<file path="src/hdl/fftPkg.sv">
package fftPkg;

    localparam int FFT_POINTS     = 32;
    localparam int ADDR_W         = 5;
    localparam int STAGES         = 5;
    localparam int DATA_W         = 16;
    localparam int TW_FRAC        = 14;  // q1.14 so +1.0 is stored as 16384
    localparam int BFLY_LAT       = 3;
    localparam int IN_CREDITS     = 32;
    localparam int OUT_CREDIT_MAX = 8;   // most output credits the consumer may hand out

    localparam int IN_CNT_W       = $clog2(IN_CREDITS + 1);
    localparam int OUT_CNT_W      = $clog2(OUT_CREDIT_MAX + 1);

    typedef enum logic [2:0] {
        IDLE,
        LOAD,
        COMPUTE,
        DRAIN,     // waits for the last butterfly writes of a stage
        UNLOAD
    } ctrlState_t;

    // source of bank 0 port A
    typedef enum logic {
        SEL_LOAD,
        SEL_BFLY
    } busSel_t;

endpackage

</file>
<file path="src/hdl/fftTwiddleRom.sv">
`timescale 1ns/1ps

module fftTwiddleRom (
    input  logic                              clock_i,
    input  logic        [fftPkg::ADDR_W-2:0]  twIdx_i,
    output logic signed [fftPkg::DATA_W-1:0]  twRe_o,
    output logic signed [fftPkg::DATA_W-1:0]  twIm_o
);
    import fftPkg::*;

    logic [2*DATA_W-1:0] tw;  // cos in the upper half, -sin in the lower

    always_ff @(posedge clock_i) begin
        case (twIdx_i)
            4'd0:    tw <= {16'sd16384,  16'sd0};
            4'd1:    tw <= {16'sd16069, -16'sd3196};
            4'd2:    tw <= {16'sd15137, -16'sd6270};
            4'd3:    tw <= {16'sd13623, -16'sd9102};
            4'd4:    tw <= {16'sd11585, -16'sd11585};
            4'd5:    tw <= {16'sd9102,  -16'sd13623};
            4'd6:    tw <= {16'sd6270,  -16'sd15137};
            4'd7:    tw <= {16'sd3196,  -16'sd16069};
            4'd8:    tw <= {16'sd0,     -16'sd16384};
            4'd9:    tw <= {-16'sd3196,  -16'sd16069};
            4'd10:   tw <= {-16'sd6270,  -16'sd15137};
            4'd11:   tw <= {-16'sd9102,  -16'sd13623};
            4'd12:   tw <= {-16'sd11585, -16'sd11585};
            4'd13:   tw <= {-16'sd13623, -16'sd9102};
            4'd14:   tw <= {-16'sd15137, -16'sd6270};
            default: tw <= {-16'sd16069, -16'sd3196};
        endcase
    end

    assign twRe_o = tw[2*DATA_W-1:DATA_W];
    assign twIm_o = tw[DATA_W-1:0];

endmodule

</file>
<file path="config.mk">
export PLATFORM = sky130hd
export DESIGN_NAME = fftTwiddleRom
export DESIGN_NICKNAME = d
export VERILOG_FILES = /design/src/hdl/fftPkg.sv /design/src/hdl/fftTwiddleRom.sv
export SDC_FILE = /design/constraint.sdc
export NUM_CORES = 1
export LEC_CHECK = 0
export BUFFER_PORTS_ARGS = -buffer_cell sky130_fd_sc_hd__buf_2
export CORE_UTILIZATION = 50
export DETAILED_ROUTE_END_ITERATION = 8
export GPL_ROUTABILITY_DRIVEN = 0
export PLACE_DENSITY = 0.77
export SYNTH_ARGS = -nofsm -noshare
export SYNTH_HDL_FRONTEND = slang
export SYNTH_SLANG_ARGS = --single-unit
export TNS_END_PERCENT = 100
</file>
<file path="constraint.sdc">
create_clock -name clock_i -period 1.3 [get_ports clock_i]
set_input_delay 0.13 -clock clock_i [delete_from_list [all_inputs] [get_ports clock_i]]
set_output_delay 0.13 -clock clock_i [all_outputs]
set_load 0.01 [all_outputs]
</file>
Yosys cells after proc, flatten, opt, wreduce, memory -nomap -nowiden
Memory sizes are Yosys's and may differ from the RTL's. A register that Yosys moved wholly into a read port is not among the register bits. Index checks and enable logic that the tools add are counted.

Word-level logic and storage cells: 1. Bits in registers: 0. Memories: 1. ROM bits: 512. Input port bits: 5.

Memory list: (no name shown) (depth 16, bits a word 32, read ports 1, clocked after Yosys merged registers in 1, wr ports 0, RTL line fftTwiddleRom.sv:14) `case (twIdx_i)`.

Longest topological paths before layout
Depth after elaboration: 0. Depth in mapped cells: 6.

Worst setup path after synthesis
No wires, ideal clock.

Kind: input -> register. From: input port twIdx_i[0] (netlist name). To: register tw[4]. Path buffers: 1. Stages: 6. Path slack: 0.124 ns. Data required time: 1.170 ns. Data arrival time: 1.047 ns. Cells stage by stage: inv_1 ha_1 buf_2 or2b_1 a21oi_1 a211oi_2.

RTL lines: from (decl) (RTL line fftTwiddleRom.sv:5) `input logic [fftPkg::ADDR_W-2:0] twIdx_i,`; to (decl) (RTL line fftTwiddleRom.sv:11) `logic [2*DATA_W-1:0] tw;`.

==> impl_metrics.py <==
metrics = {
    "routing": {
        "detail_route.iter0.violations": 19,
        "viasPerCell": 5.345,
        "ant_nets": 0,
        "drt_first_pass_iters": 4,
        "drt-total-wl_mm": 2.844,
        "vias": 1176,
        "drt_drc_violations_left": 0,
        "drt-wirelength-per-cell_um": 12.93,
    },
    "logic_synthesis": {
        "synth_compound_area_share_pct": 20.65,
        "synth-xor-area-share_pct": 0,
        "synth_edf_count": 0,
        "ys_seq_area_share_pct": 44.86,
        "synth_nets": 160,
        "netlist-cell-type-count": 34,
        "ys.flop_type": "dfxtp_1",
        "ys_ff_latch": 30,
        "muxShareOfSynthArea_pct": 1.589,
        "synthAdderAreaFrac_pct": 7.477,
        "syn_area_um2": 1339,
        "avgSynthCellArea_um2": 9.107,
        "async_flop_share_pct": 0,
        "synth-simple-area-share_pct": 17.48,
        "yosys_warnings": 0,
        "synth_top_family_by_area": "compound AO/OA/AOI/OAI gates",
        "netlist_instances": 147,
    },
    "clock_tree": {
        "path_clk_slew_ns": 0.08,
        "post_cts_buffers": 0,
        "clockBufferDepth": 2,
        "cts_buffers": 5,
        "cts_tree": "built",
        "cts_num_sinks": 30,
        "cts-htree-levels": 2,
        "cts_resized": 0,
        "hold_buffers": 0,
        "root_buffer": "clkbuf_4",
    },
    "floorplanning": {
        "die_h_um": 53.75,
        "rows": 18,
        "io_pins": 37,
        "initial_core_util_pct": 53.55,
        "core_um2": 2500,
        "fp.dieArea_um2": 2889,
        "fp.dieW_um": 53.75,
    },
    "placement": {
        "post_dp_cell_area_um2": 1555,
        "placed_cells": 213,
        "io_buffers": 36,
        "hpwl_mm": 2.105,
    },
    "power": {
        "p_clk_share_pct": 25.3,
        "fin_total_pwr_w": 0.001928,
        "switching_share_pct": 28.15,
        "power_density_nw_per_um2": 1205,
        "p_leak_nw": 0.7648,
        "pwr-share-seq_pct": 53.2,
        "power_frac_comb_pct": 21.6,
        "intPower_w": 0.001385,
        "p_sw_w": 0.0005428,
        "peakVddDrop_v": 0.0009134,
    },
    "timing": {
        "setup_violations": 0,
        "rsz0062_at_grt": "no",
        "fmax_ghz": 1.012,
        "setup-tns-final_ns": 0,
        "report.final.slew_viol_count": 0,
        "timing.hold.ws_ns": 0.1850,
        "worst_slew_margin_rel_pct": 75.61,
        "period_share_pct": 76.04,
        "worst_slew_pin_slew_ns": 0.3644,
        "fin_crit_ns": 0.9886,
        "hold_viol": 0,
    },
    "worst_setup_path": {
        "worstSetupEndpointType": "flip-flop",
        "arrival_ns": 1.19,
        "crit_path_start_kind": "input port",
        "path_max_fanout": 7,
        "cp.required_ns": 1.50,
        "critical_path_class": "input port to flip-flop",
    },
    "grt": {
        "antenna_found_initial": 0,
        "overflow": 0,
        "grt_pass1_vias": 1059,
        "grt_max_degree": 26,
        "track_usage_pct": 22.80,
        "grt_pass1_wl_mm": 4.629,
    },
    "finish": {
        "mostFrequentLayoutCells": "buf_2, dfxtp_1, nand2_1, o21ai_0, buf_4",
        "insertedDiodeCount": 0,
        "top_register": "tw",
        "final_cell_count_no_fill": 220,
        "reg_top3": "tw: 30 flops",
        "final_area_um2": 1600,
        "layout_commonest_cell": "buf_2",
        "drive_above_1_share_pct": 32.11,
        "largest_reg_flops": 30,
        "syn_to_final_growth_pct": 19.53,
        "fin_nets": 203,
    },
    "worst_hold_path": {
        "hp-class": "input port to flip-flop",
    },
    "outcome": {
        "status": "complete, no violations",
    },
    "flow_run": {
        "maxCapViolations": 0,
    },
}
-- layer usage --
layer / share of wire, % / track usage (%)
met1: 45 / 26.68
met2: 48 / 38.07
met3: 5.3 / 7.627
met4: 1.5 / 8.772
met5: 0 / 0
-- through the flow --
step,utilization [%],setup WS [ns]
after floorplan,-,0.1236
after global placement,62.21,0.02953
after detailed placement,62.21,-0.009839
after CTS,64.01,0.3314
after global routing,64.01,0.2703
final,64.01,0.3114
-- worst max-delay path, stage by stage --
cell      delay [ns]
buf_2           0.09
inv_1           0.07
ha_1            0.39
or2b_1          0.29
a21oi_1         0.17
a211oi_2        0.04
-- cells by family (layout without fill, tap and decap cells) --
| group | after synthesis | after routing |
|---|---|---|
| adder cells (fa/ha/maj) | 8 | 8 |
| AO/OA/AOI/OAI | 43 | 43 |
| buffers and inverters | 16 | 59 |
| multiplexers | 2 | 2 |
| flip-flops | 30 | 30 |
| AND/OR/NAND/NOR | 48 | 48 |
-- path summary, 6_finish.rpt --
check	to	cells after the start	start	slack, ns
worst min-delay path	tw[16]	2	twIdx_i[2]	0.18
worst max-delay path	tw[4]	6	twIdx_i[0]	0.31
-- power by group through the flow --
stage / sequential (W) / combinational, W / clock, W
after floorplan: 0.00110 / 0.000211 / 0
after global placement: 0.00104 / 0.000403 / 0
after detailed placement: 0.00105 / 0.000414 / 0
after CTS: 0.00103 / 0.000415 / 0.000501
after global routing: 0.00104 / 0.000461 / 0.000550
final: 0.00103 / 0.000416 / 0.000487
-- final cells by class --
cell class,count,area (um^2)
tap,30,37.54
timing repair buffer,48,270.3
fill,223,899.6
multi-input combinational,101,631.9
sequential,30,600.6
inverter,4,15.01
clock buffer,7,45.04
-- synthesized netlist by cell type, drive strengths merged, types with 2 or more instances --
| cell | number | area, um^2 |
|---|---|---|
| a211oi | 2 | 20.02 |
| a21o | 2 | 15.01 |
| a21oi | 11 | 58.81 |
| buf | 12 | 91.33 |
| dfxtp | 30 | 600.6 |
| ha | 8 | 100.1 |
| inv | 4 | 15.01 |
| nand2 | 14 | 52.55 |
| nand2b | 4 | 25.02 |
| nand3 | 9 | 45.04 |
| nor2 | 12 | 47.55 |
| nor2b | 2 | 12.51 |
| o211ai | 3 | 22.52 |
| o21ai | 16 | 80.07 |
| o31ai | 6 | 55.05 |
| or2 | 2 | 15.02 |
| or2b | 3 | 22.52 |
Note: power is estimated with default switching activity, not from simulation.
