<file path="src/hdl/fftPkg.sv">
package fftPkg;

    localparam int FFT_POINTS     = 32;
    localparam int ADDR_W         = 5;
    localparam int STAGES         = 5;
    localparam int DATA_W         = 16;
    localparam int TW_FRAC        = 14;  // q1.14 so +1.0 is stored as 16384
    localparam int BFLY_LAT       = 3;
    localparam int IN_CREDITS     = 32;
    localparam int OUT_CREDIT_MAX = 8;   // most output credits the consumer may hand out

    localparam int IN_CNT_W       = $clog2(IN_CREDITS + 1);
    localparam int OUT_CNT_W      = $clog2(OUT_CREDIT_MAX + 1);

    typedef enum logic [2:0] {
        IDLE,
        LOAD,
        COMPUTE,
        DRAIN,     // waits for the last butterfly writes of a stage
        UNLOAD
    } ctrlState_t;

    // source of bank 0 port A
    typedef enum logic {
        SEL_LOAD,
        SEL_BFLY
    } busSel_t;

endpackage

</file>
<file path="src/hdl/fftButterfly.sv">
`timescale 1ns/1ps

module fftButterfly (
    input  logic                              clock_i,
    input  logic                              rstN_i,
    input  logic                              valid_i,
    input  logic signed [fftPkg::DATA_W-1:0]  gRe_i,
    input  logic signed [fftPkg::DATA_W-1:0]  gIm_i,
    input  logic signed [fftPkg::DATA_W-1:0]  hRe_i,
    input  logic signed [fftPkg::DATA_W-1:0]  hIm_i,
    input  logic signed [fftPkg::DATA_W-1:0]  twRe_i,
    input  logic signed [fftPkg::DATA_W-1:0]  twIm_i,
    output logic                              valid_o,
    output logic signed [fftPkg::DATA_W-1:0]  xRe_o,
    output logic signed [fftPkg::DATA_W-1:0]  xIm_o,
    output logic signed [fftPkg::DATA_W-1:0]  yRe_o,
    output logic signed [fftPkg::DATA_W-1:0]  yIm_o
);
    import fftPkg::*;

    logic [BFLY_LAT-1:0]      validPipe;
    logic signed [2*DATA_W-1:0] pRR, pII, pRI, pIR;
    logic signed [2*DATA_W:0]   prodRe, prodIm, scaledRe, scaledIm;
    logic signed [DATA_W+1:0]   mRe, mIm;      // h times twiddle, back in data scale
    logic signed [DATA_W-1:0]   g1Re, g1Im, g2Re, g2Im;
    logic signed [DATA_W+2:0]   xSumRe, xSumIm, ySumRe, ySumIm;

    always_ff @(posedge clock_i or negedge rstN_i) begin
        if (!rstN_i) begin
            validPipe <= '0;
        end else begin
            validPipe <= {validPipe[BFLY_LAT-2:0], valid_i};
        end
    end
    assign valid_o = validPipe[BFLY_LAT-1];

    assign prodRe   = pRR - pII;
    assign prodIm   = pRI + pIR;
    assign scaledRe = prodRe >>> TW_FRAC;
    assign scaledIm = prodIm >>> TW_FRAC;
    assign xSumRe   = g2Re + mRe;
    assign xSumIm   = g2Im + mIm;
    assign ySumRe   = g2Re - mRe;
    assign ySumIm   = g2Im - mIm;

    always_ff @(posedge clock_i) begin
        pRR   <= hRe_i * twRe_i;
        pII   <= hIm_i * twIm_i;
        pRI   <= hRe_i * twIm_i;
        pIR   <= hIm_i * twRe_i;
        g1Re  <= gRe_i;
        g1Im  <= gIm_i;
        mRe   <= scaledRe[DATA_W+1:0];
        mIm   <= scaledIm[DATA_W+1:0];
        g2Re  <= g1Re;
        g2Im  <= g1Im;
        xRe_o <= xSumRe[DATA_W:1];  // every stage halves so the frame ends scaled by 1/32
        xIm_o <= xSumIm[DATA_W:1];
        yRe_o <= ySumRe[DATA_W:1];
        yIm_o <= ySumIm[DATA_W:1];
    end

endmodule

</file>
<file path="config.mk">
export PLATFORM = sky130hd
export DESIGN_NAME = fftButterfly
export DESIGN_NICKNAME = d
export VERILOG_FILES = /design/src/hdl/fftPkg.sv /design/src/hdl/fftButterfly.sv
export SDC_FILE = /design/constraint.sdc
export NUM_CORES = 2
export LEC_CHECK = 0
export ABC_AREA = 0
export CAP_MARGIN = 0
export CELL_PAD_IN_SITES_DETAIL_PLACEMENT = 1
export CELL_PAD_IN_SITES_GLOBAL_PLACEMENT = 1
export CORE_AREA = 2 2 297 299
export DETAILED_ROUTE_END_ITERATION = 8
export DIE_AREA = 0 0 299 301
export DONT_BUFFER_PORTS = 1
export GPL_TIMING_DRIVEN = 0
export PLACE_DENSITY = 0.87
export SYNTH_ARGS = -nofsm -noshare
export SYNTH_HDL_FRONTEND = slang
export SYNTH_SLANG_ARGS = --single-unit
</file>
<file path="constraint.sdc">
create_clock -name clock_i -period 8.5 [get_ports clock_i]
set_clock_uncertainty 0.15 [all_clocks]
set_input_delay 1.7 -clock clock_i [delete_from_list [all_inputs] [get_ports clock_i]]
set_output_delay 1.7 -clock clock_i [all_outputs]
set_load 0.01 [all_outputs]
</file>
# Word level (Yosys, flattened, before mapping)
# Cells that the tools add are included.
# classes
bitwise	0
multipliers	4
mux	0
div_mod_pow	0
n_eq_ne	0
add_sub_neg	6
n_shift	0
reduce_logical	0
magnitude_cmp	0
# op_table
cell	count
16-bit by 16-bit multiplier with 31-bit output	4
16-bit by 17-bit adder with 17-bit output	2
16-bit by 17-bit subtractor with 17-bit output	2
31-bit adder	1
31-bit subtractor	1
# totals
regBits	289
romBits	0
mem_count	0
latchBits	0
ramBits	0

# Logic depth before layout (Yosys ltp)
# depth
word_depth	1
mapped_depth	26
ltp_nobuf	24

# Worst setup path after synthesis
# OpenSTA, ideal clock, no wires.
# synth_path
path_kind	in2reg
start	input port hIm_i[15] (netlist name)
end	register pII[30]
t_arrival_ns	7.440
setup_time_ns	0.072
required_time_ns	8.278
stages	22
path_buffers	2
slack_ns	0.838
cell_sequence	clkbuf_1 > clkbuf_1 > nand2_1 > inv_1 > fa_1 > fa_1 > fa_1 > fa_1 > fa_1 > inv_1 > fa_1 > inv_1 > ha_1 > a21o_1 > a21o_1 > a21oi_1 > o21ai_0 > or4b_1 > o221ai_1 > o2111ai_1 > a21oi_1 > xnor2_1
# synth_between
elab_chain_len	1
# synth_lines
element	line	rtl
start: declaration	fftButterfly.sv:10	input logic signed [fftPkg::DATA_W-1:0] hIm_i,
16-bit by 16-bit multiplier with 31-bit output	fftButterfly.sv:48	pII <= hIm_i * twIm_i;
end signal: assignment	fftButterfly.sv:48	
end: declaration	fftButterfly.sv:22	logic signed [2*DATA_W-1:0] pRR, pII, pRI, pIR;
# Every way passes these cells.

# Worst setup path in the final report
# layout_path
start	input port twIm_i[11] (netlist name)
end	register pRI[30]
# layout_between
elab_chain_len	1
# layout_lines
element	line	rtl
start: declaration	fftButterfly.sv:12	input logic signed [fftPkg::DATA_W-1:0] twIm_i,
16-bit by 16-bit multiplier with 31-bit output	fftButterfly.sv:49	pRI <= hRe_i * twIm_i;
end signal: assignment	fftButterfly.sv:49	
end: declaration	fftButterfly.sv:22	
# Every way passes these cells.

==> summary.log <==
INFO  detailed_routing wire_per_inst=27.2µm
INFO  synthesis      synthesized_area_fraction_occupied_by_adder_cells=0.530
INFO  synthesis      largest_family_of_logic_cells_by_synthesized_area=adder cells
INFO  clock_tree     cts.hold.buffers_added=0
INFO  clock_tree     cts_tree=done
INFO  clock_tree     clock_sink_count=289
INFO  global_route   grt_first_pass_wirelength=268000µm
INFO  floorplanning  die_h=301µm
INFO  global_route   grt.total_usage=0.406
INFO  clock_tree     cts_max_path_buffers=3
INFO  clock_tree     number_of_clock_buffers_inserted_by_tritoncts=35
INFO  detailed_routing ant_nets=0
INFO  clock_tree     htree_levels=2
INFO  setup_path     master_of_the_slowest_instance_on_the_critical_path=buf_1
INFO  global_route   pin_count_of_the_biggest_net_entering_global_routing=14
INFO  setup_path     timing.critical_path.to_type=flop
INFO  floorplanning  die_area=0.0900mm²
INFO  detailed_routing dr.first_iter.drc_count=3163
INFO  synthesis      netlist_top_cells_area=fa_1, dfxtp_1, ha_1
INFO  synthesis      post_synth_num_cell_types=66
INFO  floorplanning  coreArea=0.0865mm²
INFO  setup_path     cp_max_fo=10
INFO  placed_design  dp_slack=-0.898ns
INFO  cells_and_area postLayoutCoreUtil=0.600
INFO  flow_run       cap_viol_max_count=0
INFO  setup_path     timing.setup.critical_path_class=primary input to flop
INFO  global_route   grt_antenna_before_repair=29
INFO  global_route   gr-total-overflow=0
INFO  detailed_routing detailroute.via_count=38311
INFO  timing         timing.slew.headroom=0.0287
INFO  setup_path     worst-path-buf-inv=5
INFO  placed_design  place.gp.congestion=1.01
INFO  synthesis      synth_mux_area_frac=0.000204
INFO  floorplanning  fp-row-count=108
INFO  timing         final_setup_vio_count=0
INFO  setup_path     reg_to_reg_setup_timing_slack=4.68ns
INFO  cells_and_area drive_above_1_share=0.0202
INFO  clock_tree     cts.reportedPaths.clkPinSlew=0.06ns
INFO  cells_and_area area_growth=5.58%
INFO  synthesis      ys_ff_latch=289
INFO  cells_and_area fin_area=0.0519mm²
INFO  synthesis      yosys.area.top_type_share=0.419
INFO  timing         finalMaxSlewViolations=0
INFO  synthesis      synth-edff-count=0
INFO  synthesis      yosysMostFrequentCell=inv_1
INFO  floorplanning  design.portCount=164
INFO  cells_and_area multiInputGateArea=0.0379mm²
INFO  synthesis      synthDominantAreaCellType=fa_1
INFO  synthesis      mappedNetlistArea=0.0491mm²
INFO  setup_path     critPathMostFrequentCell=fa_1
INFO  timing         maxClockFrequency=119MHz
INFO  floorplanning  initial_utilization=0.568
INFO  floorplanning  dieWidth=299µm
INFO  synthesis      synthArstFlopShare=0.0104
INFO  synthesis      synthesis.nets=6854
INFO  synthesis      post_synthesis_compound_gate_area_fraction=0.0561
INFO  synthesis      ys_top_cells_by_count=inv_1, fa_1, nand2_1
INFO  setup_path     worst-endpoint-required=8.79ns
INFO  synthesis      synth-simple-area-share=0.142
INFO  setup_path     worstPathCellList=buf_1 -> and2_1 -> fa_1 -> inv_1 -> fa_1 -> inv_1 -> fa_1 -> fa_1 -> fa_1 -> inv_1 -> fa_1 -> inv_1 -> ha_1 -> a21o_1 -> a21o_1 -> a21oi_1 -> o21ai_0 -> a41oi_1 -> o21ai_0 -> a21oi_1 -> mux2i_1 -> nor4b_2
INFO  synthesis      yosys_most_used_dff=dfxtp_1
INFO  cells_and_area layout_nets=6896
INFO  detailed_routing detail_route.vias_per_cell=5.86
INFO  setup_path     critical_path.top_delay_family=adder cells
INFO  placed_design  port_buffers=0
INFO  placed_design  dpl_cell_area=0.0506mm²
INFO  status         status=completed
INFO  setup_path     worst_path_largest_cell_delay=0.85ns
INFO  synthesis      netlist_instances=5289
INFO  setup_path     setup.worst_path.start_class=primary input
INFO  min_path       min-delay-path-class=flop to flop
INFO  timing         worst-slew-pin-transition=1.46ns
INFO  detailed_routing route.detailed.drc=0
INFO  timing         setup_total_negative_slack=0ns
INFO  timing         min_period=8.42ns
INFO  detailed_routing routed_wl=178000µm
INFO  cells_and_area nFillCells=9896
INFO  detailed_routing drt_pass1_iterations=7
INFO  synthesis      synth.avg_cell_area=9.29µm²
INFO  placed_design  hpwlAfterDp=146000µm
INFO  timing         postLayoutSetupSlackWorst=0.0763ns
INFO  timing         rsz0062_at_grt=yes
INFO  timing         hold_viol=0
INFO  setup_path     critical_path_arrival=8.71ns
INFO  clock_tree     clock_latency=0.60ns
INFO  global_route   grt_pass1_vias=44528
INFO  synthesis      synthXorXnorAreaFrac=0.0415
INFO  timing         post-route-period-util=0.991
INFO  cells_and_area register_area=0.00580mm²
INFO  synthesis      ys.warnings.count=0
INFO  clock_tree     cts_root_buf=clkbuf_16
INFO  synthesis      ys_seq_area_frac=0.118
[layout make-up]
| class | instances | share of cell area |
|---|---|---|
| flip-flops and latches | 289 | 0.112 |
| well taps | 1155 | 0.0279 |
| plain buffers | 208 | 0.0160 |
| clock buffers | 51 | 0.0196 |
| diodes | 22 | 0.00106 |
| inverters | 1248 | 0.0904 |
| clock inverters | 12 | 0.00183 |
| multi-input cells | 3544 | 0.731 |
| repair buffers | 5 | 0.000724 |
[cell usage in the layout (no fill, tap or decap), drive strengths merged, types with 6 or more instances in the layout]
master  Yosys  layout
a211o       7       7
o31ai       8       8
inv      1248    1250
nand3      38      38
dfxtp     286     286
a21o       56      56
a211oi     16      16
nor2b      30      30
fa       1028    1028
a31o        6       6
ha        438     438
nand4       8       8
and3       17      17
xor2       57      57
a21oi     147     147
o211ai     15      15
and2      474     474
xnor2     176     176
or3        22      22
nand3b      6       6
nand2b     37      37
nor3       36      36
o21a       20      20
buf         3       9
o21bai     25      25
o21ai      67      67
nand2     572     572
diode       0      22
clkbuf    205     251
clkinv      0       7
nor2      158     158
a31oi      11      11
[what timing repair did]
item,in CTS,in global routing
pin swaps,0,0
gates resized for setup,8,54
endpoints found under the setup margin,10,15
buffers inserted,0,3
[logic make-up after synthesis]
logic type | Yosys count
compound gates | 426
xor+xnor | 233
fa+ha+maj | 1466
buf+inv | 1456
flops | 289
mux | 1
simple gates | 1418
[worst register-to-register path: cells and delay by family, from the launching register on]
| family | cells | cell delay (ns) |
|---|---|---|
| AOI/OAI and AO/OA | 6 | 1.88 |
| adders and majority gates | 1 | 0.29 |
| and+or+nand+nor | 3 | 1.06 |
| buffers and inverters | 1 | 0.04 |
| DFF | 1 | 0.31 |
[path summary, 6_finish.rpt]
| kind | end | start | cells after the start |
|---|---|---|---|
| setup / recovery | pRI[30] | twIm_i[11] | 22 |
| hold reg to reg | g2Re[3] | g1Re[3] | 0 |
| hold / removal | g2Re[3] | g1Re[3] | 0 |
| min in group asynchronous | validPipe[2] | rstN_i | 0 |
| setup reg to reg | mRe[16] | pII[7] | 11 |
| max in group asynchronous | validPipe[1] | rstN_i | 0 |
[through the flow]
| step | hold slack [ns] | instances |
|---|---|---|
| 2_1_floorplan | 0.160 | 5289 |
| 3_3_place_gp | 0.162 | 6444 |
| 3_5_place_dp | 0.163 | 6445 |
| 4_1_cts | 0.176 | 6508 |
| 5_1_grt | 0.178 | 6513 |
| 6_report | 0.175 | 6534 |
[sequential cells by signal, summed over array words and instances, names as in the netlist, 17 cells and up]
| signal | cells |
|---|---|
| pII | 31 |
| pRR | 31 |
| mIm | 17 |
| pRI | 31 |
| pIR | 31 |
| mRe | 17 |
[per-layer routing]
metal / wire length, µm / up-vias / track usage
met4: 15400 / 12 / 0.292
li1: - / 15760 / -
met5: 92 / - / 0
met2: 83400 / 2060 / 0.670
met3: 17600 / 800 / 0.109
met1: 61200 / 19679 / 0.457
Power is left out: the tool's default activity adds up to more than one toggle a clock period on the data nets, which glitch-free logic cannot reach.
