## src/hdl/fftPkg.sv

```systemverilog
package fftPkg;

    localparam int FFT_POINTS     = 32;
    localparam int ADDR_W         = 5;
    localparam int STAGES         = 5;
    localparam int DATA_W         = 16;
    localparam int TW_FRAC        = 14;  // q1.14 so +1.0 is stored as 16384
    localparam int BFLY_LAT       = 3;
    localparam int IN_CREDITS     = 32;
    localparam int OUT_CREDIT_MAX = 8;   // most output credits the consumer may hand out

    localparam int IN_CNT_W       = $clog2(IN_CREDITS + 1);
    localparam int OUT_CNT_W      = $clog2(OUT_CREDIT_MAX + 1);

    typedef enum logic [2:0] {
        IDLE,
        LOAD,
        COMPUTE,
        DRAIN,     // waits for the last butterfly writes of a stage
        UNLOAD
    } ctrlState_t;

    // source of bank 0 port A
    typedef enum logic {
        SEL_LOAD,
        SEL_BFLY
    } busSel_t;

endpackage

```

## src/hdl/fftController.sv

```systemverilog
`timescale 1ns/1ps

module fftController (
    input  logic                        clock_i,
    input  logic                        rstN_i,
    input  logic                        inValid_i,
    input  logic                        outCredit_i,
    output logic                        inCredit_o,
    output logic                        outValid_o,
    output logic [fftPkg::ADDR_W-1:0]   outIdx_o,
    output logic                        loadWrite_o,
    output fftPkg::busSel_t             busSel_o,
    output logic                        bank0WriteEn_o,
    output logic                        bank1WriteEn_o,
    output logic                        rwAddrSel_o,
    output logic                        bankReadSel_o,
    output logic [fftPkg::ADDR_W-1:0]   loadAddr_o,
    output logic [fftPkg::ADDR_W-1:0]   readGAddr_o,
    output logic [fftPkg::ADDR_W-1:0]   readHAddr_o,
    output logic [fftPkg::ADDR_W-1:0]   writeGAddr_o,
    output logic [fftPkg::ADDR_W-1:0]   writeHAddr_o,
    output logic [fftPkg::ADDR_W-2:0]   twIdx_o,
    output logic                        bflyValid_o,
    input  logic                        bflyValid_i
);
    import fftPkg::*;

    ctrlState_t           state;
    logic [IN_CNT_W-1:0]  creditCnt;   // input credits issued for the coming frame
    logic [IN_CNT_W-1:0]  loadCnt;
    logic [OUT_CNT_W-1:0] outCredits;
    logic [ADDR_W-2:0]    bflyCnt;
    logic [2:0]           stage;
    logic [2:0]           drainCnt;
    logic [ADDR_W-1:0]    unloadCnt;
    logic                 primed;      // read data for unloadCnt is on the G port
    logic                 loadPhase, computePhase;
    logic [ADDR_W-1:0]    kExt, span, mask, pairG;
    logic [ADDR_W-1:0]    gPipe [BFLY_LAT+1];
    logic [ADDR_W-1:0]    hPipe [BFLY_LAT+1];

    assign loadPhase    = (state == LOAD) || (state == UNLOAD);  // bank 0 is free in both
    assign computePhase = (state == COMPUTE) || (state == DRAIN);

    assign inCredit_o  = loadPhase && (creditCnt != IN_CNT_W'(IN_CREDITS));
    assign loadWrite_o = loadPhase && inValid_i;
    always_comb begin
        for (int i = 0; i < ADDR_W; i++) begin
            loadAddr_o[i] = loadCnt[ADDR_W-1-i];
        end
    end

    // stage s pairs words 2^s apart
    assign kExt    = {1'b0, bflyCnt};
    assign span    = ADDR_W'(1) << stage;
    assign mask    = span - 1'b1;
    assign pairG   = ((kExt & ~mask) << 1) | (kExt & mask);
    assign twIdx_o = (bflyCnt & mask[ADDR_W-2:0]) << (3'(STAGES - 1) - stage);

    assign outValid_o = (state == UNLOAD) && primed && (outCredits != '0);
    assign outIdx_o   = unloadCnt;

    always_comb begin
        if (state == UNLOAD) begin
            readGAddr_o = outValid_o ? unloadCnt + 1'b1 : unloadCnt;  // look ahead when one leaves
            readHAddr_o = unloadCnt;
        end else begin
            readGAddr_o = pairG;
            readHAddr_o = pairG | span;
        end
    end

    assign busSel_o       = computePhase ? SEL_BFLY : SEL_LOAD;
    assign rwAddrSel_o    = computePhase && !stage[0];
    assign bankReadSel_o  = (state == UNLOAD) || stage[0];
    assign bank0WriteEn_o = bflyValid_i && stage[0];
    assign bank1WriteEn_o = bflyValid_i && !stage[0];

    // write addresses trail the reads by the RAM read cycle plus the butterfly
    always_ff @(posedge clock_i) begin
        gPipe[0] <= pairG;
        hPipe[0] <= pairG | span;
        for (int i = 1; i <= BFLY_LAT; i++) begin
            gPipe[i] <= gPipe[i-1];
            hPipe[i] <= hPipe[i-1];
        end
    end
    assign writeGAddr_o = gPipe[BFLY_LAT];
    assign writeHAddr_o = hPipe[BFLY_LAT];

    always_ff @(posedge clock_i or negedge rstN_i) begin
        if (!rstN_i) begin
            state       <= IDLE;
            creditCnt   <= '0;
            loadCnt     <= '0;
            outCredits  <= '0;
            bflyCnt     <= '0;
            stage       <= '0;
            drainCnt    <= '0;
            unloadCnt   <= '0;
            primed      <= 1'b0;
            bflyValid_o <= 1'b0;
        end else begin
            bflyValid_o <= (state == COMPUTE);  // lines up with G/H read data
            outCredits  <= outCredits + outCredit_i - outValid_o;
            if (inCredit_o) begin
                creditCnt <= creditCnt + 1'b1;
            end
            if (loadWrite_o) begin
                loadCnt <= loadCnt + 1'b1;
            end
            case (state)
                IDLE: state <= LOAD;
                LOAD: begin
                    if (loadCnt == IN_CNT_W'(FFT_POINTS)) begin
                        state     <= COMPUTE;
                        creditCnt <= '0;
                        loadCnt   <= '0;
                        stage     <= '0;
                        bflyCnt   <= '0;
                    end
                end
                COMPUTE: begin
                    bflyCnt <= bflyCnt + 1'b1;
                    if (&bflyCnt) begin
                        state    <= DRAIN;
                        drainCnt <= '0;
                    end
                end
                DRAIN: begin
                    drainCnt <= drainCnt + 1'b1;
                    if (drainCnt == 3'(BFLY_LAT + 1)) begin
                        if (stage == 3'(STAGES - 1)) begin
                            state     <= UNLOAD;
                            unloadCnt <= '0;
                            primed    <= 1'b0;
                        end else begin
                            state <= COMPUTE;
                            stage <= stage + 1'b1;
                        end
                    end
                end
                UNLOAD: begin
                    primed <= 1'b1;
                    if (outValid_o) begin
                        unloadCnt <= unloadCnt + 1'b1;
                        if (&unloadCnt) begin
                            state <= LOAD;
                        end
                    end
                end
                default: state <= IDLE;
            endcase
        end
    end

endmodule

```

## config.mk

```make
export PLATFORM = sky130hd
export DESIGN_NAME = fftController
export DESIGN_NICKNAME = d
export VERILOG_FILES = /design/src/hdl/fftPkg.sv /design/src/hdl/fftController.sv
export SDC_FILE = /design/constraint.sdc
export NUM_CORES = 1
export LEC_CHECK = 0
export BUFFER_PORTS_ARGS = -buffer_cell sky130_fd_sc_hd__buf_2
export CAP_MARGIN = 20
export CORE_UTILIZATION = 40
export DETAILED_ROUTE_END_ITERATION = 7
export PLACE_DENSITY = 0.7
export SKIP_CTS_REPAIR_TIMING = 1
export SYNTH_ARGS = -nofsm -noshare
export SYNTH_HDL_FRONTEND = slang
export SYNTH_SLANG_ARGS = --single-unit
```

## constraint.sdc

```tcl
create_clock -name clock_i -period 3 [get_ports clock_i]
set_input_delay 0.45 -clock clock_i [delete_from_list [all_inputs] [get_ports clock_i]]
set_output_delay 0.45 -clock clock_i [all_outputs]
set_load 0.01 [all_outputs]
```

## Word level (Yosys, flattened, before mapping)

Memories as Yosys holds them, arrays and structs flattened.
Cells that the tools add are included.

- Flip-flop bits (word level): 36
- Memory bits (writable): 40
- Input bits: 5
- Memories kept: 2

- $add $sub $neg: 10
- Equality and inequality tests: 15
- Shift operators: 2
- Muxes and demuxes: 31
- Bitwise logic cells: 6
- Reduce and logical (&&, ||, !) cells: 24

Memory list:

| memory | depth | width | read ports | clocked after memory_dff | wr ports | line | RTL |
|---|---|---|---|---|---|---|---|
| gPipe | 4 | 5 | 4 | 0 | 4 | fftController.sv:39 | `logic [ADDR_W-1:0] gPipe [BFLY_LAT+1];` |
| hPipe | 4 | 5 | 4 | 0 | 4 | fftController.sv:40 | `logic [ADDR_W-1:0] hPipe [BFLY_LAT+1];` |

Operators by type and width:

| kind | number |
|---|---|
| 6-bit two-way mux | 6 |
| 3-bit two-way mux | 10 |
| 5-bit two-way mux | 5 |
| 3-bit case mux with 5 select lines | 1 |
| 6-bit by 1-bit adder with 6-bit output, second input constant | 2 |
| 3-bit case mux with 2 select lines | 2 |
| 2-bit by 1-bit inequality test with 1-bit output, second input constant | 5 |
| 5-bit bitwise OR | 2 |
| 5-bit case mux with 2 select lines | 1 |
| 5-bit AND reduction | 2 |
| 3-bit == test, second input constant | 3 |
| 4-bit AND | 2 |
| 4-bit case mux with 2 select lines | 1 |
| 4-bit AND reduction | 2 |
| 2-bit nonzero test | 4 |
| 1-bit logical AND | 7 |
| 3-bit by 1-bit adder with 3-bit output, second input constant | 2 |
| 3-bit by 2-bit == test with 1-bit output, second input constant | 2 |
| 6-bit == test, second input constant | 1 |
| 6-bit inequality test, second input constant | 1 |
| 5-bit by 1-bit adder with 5-bit output, second input constant | 1 |
| 4-bit by 5-bit AND with 5-bit output | 1 |
| 1-bit by 3-bit << shifter with 5-bit output, first input constant | 1 |
| 5-bit by 1-bit subtractor with 5-bit output, second input constant | 1 |
| 17 further kinds | 23 |

## Longest topological paths before layout

- Depth after elaboration: 7
- Mapped depth: 11
- Gate-level depth less buffers: 10

## Worst setup path before layout

No wires, ideal clock.

- Path type: register to output
- Start: reg stage[0]
- End: out twIdx_o[3] in the netlist's numbering
- Data arrival time: 2.359 ns
- Required time: 2.550 ns
- Path slack: 0.191 ns
- Cell stages (with the launch flop): 11
- Cells stage by stage: dfrtp_1 > clkbuf_1 > inv_1 > ha_1 > ha_1 > inv_1 > ha_1 > nand2_1 > o21ai_0 > a21oi_1 > a221oi_1

- Longest elaborated chain between the ends: 4
- Elaborated cells between the ends (all ways): 5

RTL lines:

| what | line | RTL |
|---|---|---|
| start: declaration | fftController.sv:33 | `logic [2:0] stage;` |
| start signal: assignment | fftController.sv:139 | `stage <= stage + 1'b1;` |
| 1-bit by 3-bit << shifter with 5-bit output | fftController.sv:55 | `assign span = ADDR_W'(1) << stage;` |
| 5-bit by 1-bit subtractor with 5-bit output | fftController.sv:56 | `assign mask = span - 1'b1;` |
| 4-bit AND | fftController.sv:58 | `assign twIdx_o = (bflyCnt & mask[ADDR_W-2:0]) << (3'(STAGES - 1) - stage);` |
| 4-bit by 3-bit << shifter with 4-bit output (*) | fftController.sv:58 |  |
| end: declaration | fftController.sv:22 | `output logic [fftPkg::ADDR_W-2:0] twIdx_o,` |

Mark *: on every way between the ends. The rest lies on a longest branch, timed or not.

## Worst setup path after layout

- Start: reg stage[1]
- End: out readHAddr_o[3] in the netlist's numbering

- Longest elaborated chain between the ends: 7
- Elaborated cells between the ends (all ways): 8

RTL lines:

| what | line | RTL |
|---|---|---|
| 1-bit by 3-bit << shifter with 5-bit output (*) | fftController.sv:55 |  |
| 5-bit by 1-bit subtractor with 5-bit output | fftController.sv:56 |  |
| 4-bit NOT | fftController.sv:57 | `assign pairG = ((kExt & ~mask) << 1) \| (kExt & mask);` |
| 4-bit AND | fftController.sv:57 |  |
| 5-bit bitwise OR | fftController.sv:57 |  |
| 5-bit bitwise OR (*) | fftController.sv:69 | `readHAddr_o = pairG \| span;` |
| 5-bit two-way mux (*) | fftController.sv:64 | `if (state == UNLOAD) begin` |
| end: declaration | fftController.sv:19 | `output logic [fftPkg::ADDR_W-1:0] readHAddr_o,` |

Marked as above.

==> results.yml <==
layout:
  area_delta_synth_final_pct: 17.20
  num_antenna_cells: 0
  fin_nets: 400
  drive_gt1_share_pct: 24.14
  layout.cells.non_filler: 482
  fin_area_um2: 3930
  n_fill_cell: 770
  fin_util_pct: 48.07
run:
  maxCapViolCount: 0
yosys:
  synth.avg_cell_area_um2: 10.38
  synth_nets: 351
  ys_types: 56
  synth_top_cell_area_share_pct: 26.87
  synthCells: 323
  syn-cell-area_um2: 3353
  async_reset_ff_share_pct: 47.37
  yosysTopAreaCell: "dfrtp_1"
  synth-edff-count: 0
  ys_ff_latch: 76
  ys_warn_count: 0
  synth_top_flop_cell: "dfxtp_1"
  ys_seq_area_share_pct: 50.75
  synthTopCellsByArea: "dfrtp_1 (27%), dfxtp_1 (24%), ha_1 (8.2%)"
die:
  dieArea_um2: 8753
  initial_core_util_pct: 41.02
  fp-row-count: 33
  ios: 48
  die_w_um: 93.56
  core_area_um2: 8175
  die_height_um: 93.56
clocking:
  clk_pin_slew_worst_paths_ns: 0.09
  cts_buffers: 9
  cts_buffer_depth: 2
  cts-htree-levels: 3
  clk_latency_ns: 0.35
  cts_tree: "done"
  cts_root_buf: "clkbuf_8"
  clock_sinks: 76
outcome:
  status: "finished clean"
hold_path:
  hold_class: "in2async"
timing:
  period_share_pct: 96.49
  finalSetupViolations: 0
  drv_slew: 0
  clock_skew_ns: 0.008238
  max_freq_mhz: 345.4
  slew_headroom_pct: 45.76
  setup_ws_ns: 0.1052
  hold_violations: 0
  period_needed_ns: 2.895
  worst_pin_slew_ns: 0.8136
critical_path:
  cp.required_ns: 2.55
  endpoint_kind: "primary output"
  cp-start-kind: "flop"
  critPathMaxFanout: 8
  crit_type: "reg2out"
  cp.arrival_ns: 2.44
  rrSetupSlack_ns: 0.52
pwr:
  peakVddDrop_mv: 0.3062
  switchingPower_mw: 1.797
  p_leak_nw: 1.851
  total_power_mw: 4.514
  p_comb_share_pct: 45.7
  p_per_area_nw_per_um2: 1149
  p_int_mw: 2.717
  p_clk_share_pct: 16.5
  switching_share_pct: 39.80
  seqPwrFrac_pct: 37.8
place:
  hpwl_um: 4729
  place_ws_ns: 0.2551
  place_inst: 464
  postPlaceCellArea_um2: 3670
  io_buffer_count: 47
  gp_congestion: 0.8761
routing:
  drc: 0
  firstDrtPassIters: 4
  wl_per_cell_um: 13.72
  vias_per_cell: 4.969
  totalWireLength_um: 6615
  ant_nets: 0
  num_vias: 2395
  drt_iter0_markers: 135
grt:
  grt.overflow.total: 0
  grt.total_usage_pct: 16.97
  antenna_found_initial: 0
  grt_max_degree: 37
  grt_first_pass_wirelength_um: 11430
  grt_pass1_vias: 2352
power groups by stage:
stage               clock network, mW  logic [mW]  registers (mW)
floorplan                           0        1.33            1.70
global placement                    0        1.87            1.71
detailed placement                  0        1.92            1.73
CTS                             0.767        1.94            1.71
global route                    0.814        2.33            1.77
finish                          0.743        2.06            1.71
worst paths after layout:
check / from / end / cells after the start
worst max-delay path: stage[1] / readHAddr_o[3] / 9
worst min-delay path: rstN_i / creditCnt[0] / 1
worst max register to register: outCredits[2] / outCredits[2] / 10
worst min register to register: hPipe[2][4] / hPipe[3][4] / 0
max in group asynchronous: rstN_i / stage[2] / 1
min in group clock_i: outCredit_i / outCredits[0] / 2
synthesized netlist by cell type, types with 2 or more instances:
cell / number
and3_1: 6
nor3b_1: 3
a21oi_1: 19
or3b_1: 2
o22ai_1: 3
inv_1: 28
dfrtp_1: 36
a22oi_1: 2
buf_2: 4
or2_2: 3
dfxtp_1: 40
clkbuf_1: 5
o21ai_0: 12
buf_4: 5
nor2_1: 22
nor2b_1: 6
xnor2_1: 11
mux2_2: 6
nand3b_1: 2
a22o_1: 5
nand2b_1: 5
mux2i_1: 6
o21ai_1: 2
nor3_1: 7
nand4_1: 2
ha_1: 22
nand2_1: 18
nor4b_1: 2
and2_1: 2
a21boi_0: 2
nand3_1: 8
a21o_1: 2
a31oi_1: 2
routing by layer:
metal | GRT usage (%) | part of all wire [%] | vias to the layer above | routed length [um]
met5 | 0 | 0 | - | 0
met4 | 5.897 | 1.3 | 0 | 87
met3 | 6.016 | 5.0 | 10 | 333
met2 | 26.23 | 46 | 56 | 3058
met1 | 21.94 | 47 | 1130 | 3135
li1 | - | - | 1199 | -
cell type report:
type | count | area [um2] | area share [%]
tap | 105 | 131.4 | 3.343
sequential | 76 | 1702 | 43.30
inverter | 28 | 105.1 | 2.674
timing repair buffer | 53 | 280.3 | 7.131
clock buffer | 9 | 123.9 | 3.152
clock inverter | 7 | 65.06 | 1.656
multi-input combinational | 204 | 1523 | 38.75
stage by stage:
stage | TNS [ns] | hold WS [ns]
floorplan | 0 | 0.1544
global placement | 0 | 0.3101
detailed placement | 0 | 0.3121
CTS | -0.4854 | 0.2144
global route | -0.01383 | 0.2433
finish | 0 | 0.1849
worst max-delay path: stages (launching register included):
cell     delay (ns)
dfrtp_1        0.42
inv_1          0.14
ha_4           0.17
ha_4           0.17
inv_1          0.05
ha_2           0.19
xnor2_2        0.17
a221o_1        0.37
mux2_2         0.28
buf_2          0.14
kinds of logic (layout without fill, tap and decap cells):
| group | count (synthesis) | count (layout) | share of synthesized area (%) |
|---|---|---|---|
| simple gates | 95 | 95 | 15.41 |
| compound gates | 61 | 61 | 12.09 |
| fa+ha+maj | 23 | 23 | 8.806 |
| buf+inv | 43 | 97 | 5.522 |
| mux | 12 | 12 | 3.806 |
| xor+xnor | 13 | 13 | 3.620 |
| flops | 76 | 76 | 50.75 |
state kept, by name (all words and copies together), names as in the netlist, 4 cells and up:
register	cells
creditCnt	6
hPipe	20
outCredits	4
loadCnt	6
bflyCnt	4
outIdx_o	5
gPipe	20
cell usage in the layout, fill, tap and decap left out, drive strengths merged, types with 2 or more instances in the layout:
cell type,instances
inv,32
nor2b,6
nand2b,5
dfxtp,40
nor4b,2
a22o,5
clkinv,2
nor3,7
and2,2
nand3,8
buf,53
nor3b,4
nand2,18
clkbuf,9
a21o,2
nor2,22
or3b,2
a22oi,2
mux2,6
nand3b,2
or2,3
dfrtp,36
mux2i,6
a31oi,2
nand4,2
ha,22
a21oi,19
o21ai,14
a21boi,2
xnor2,12
and3,6
o22ai,3
No activity file was read; power rests on OpenSTA's default activity.
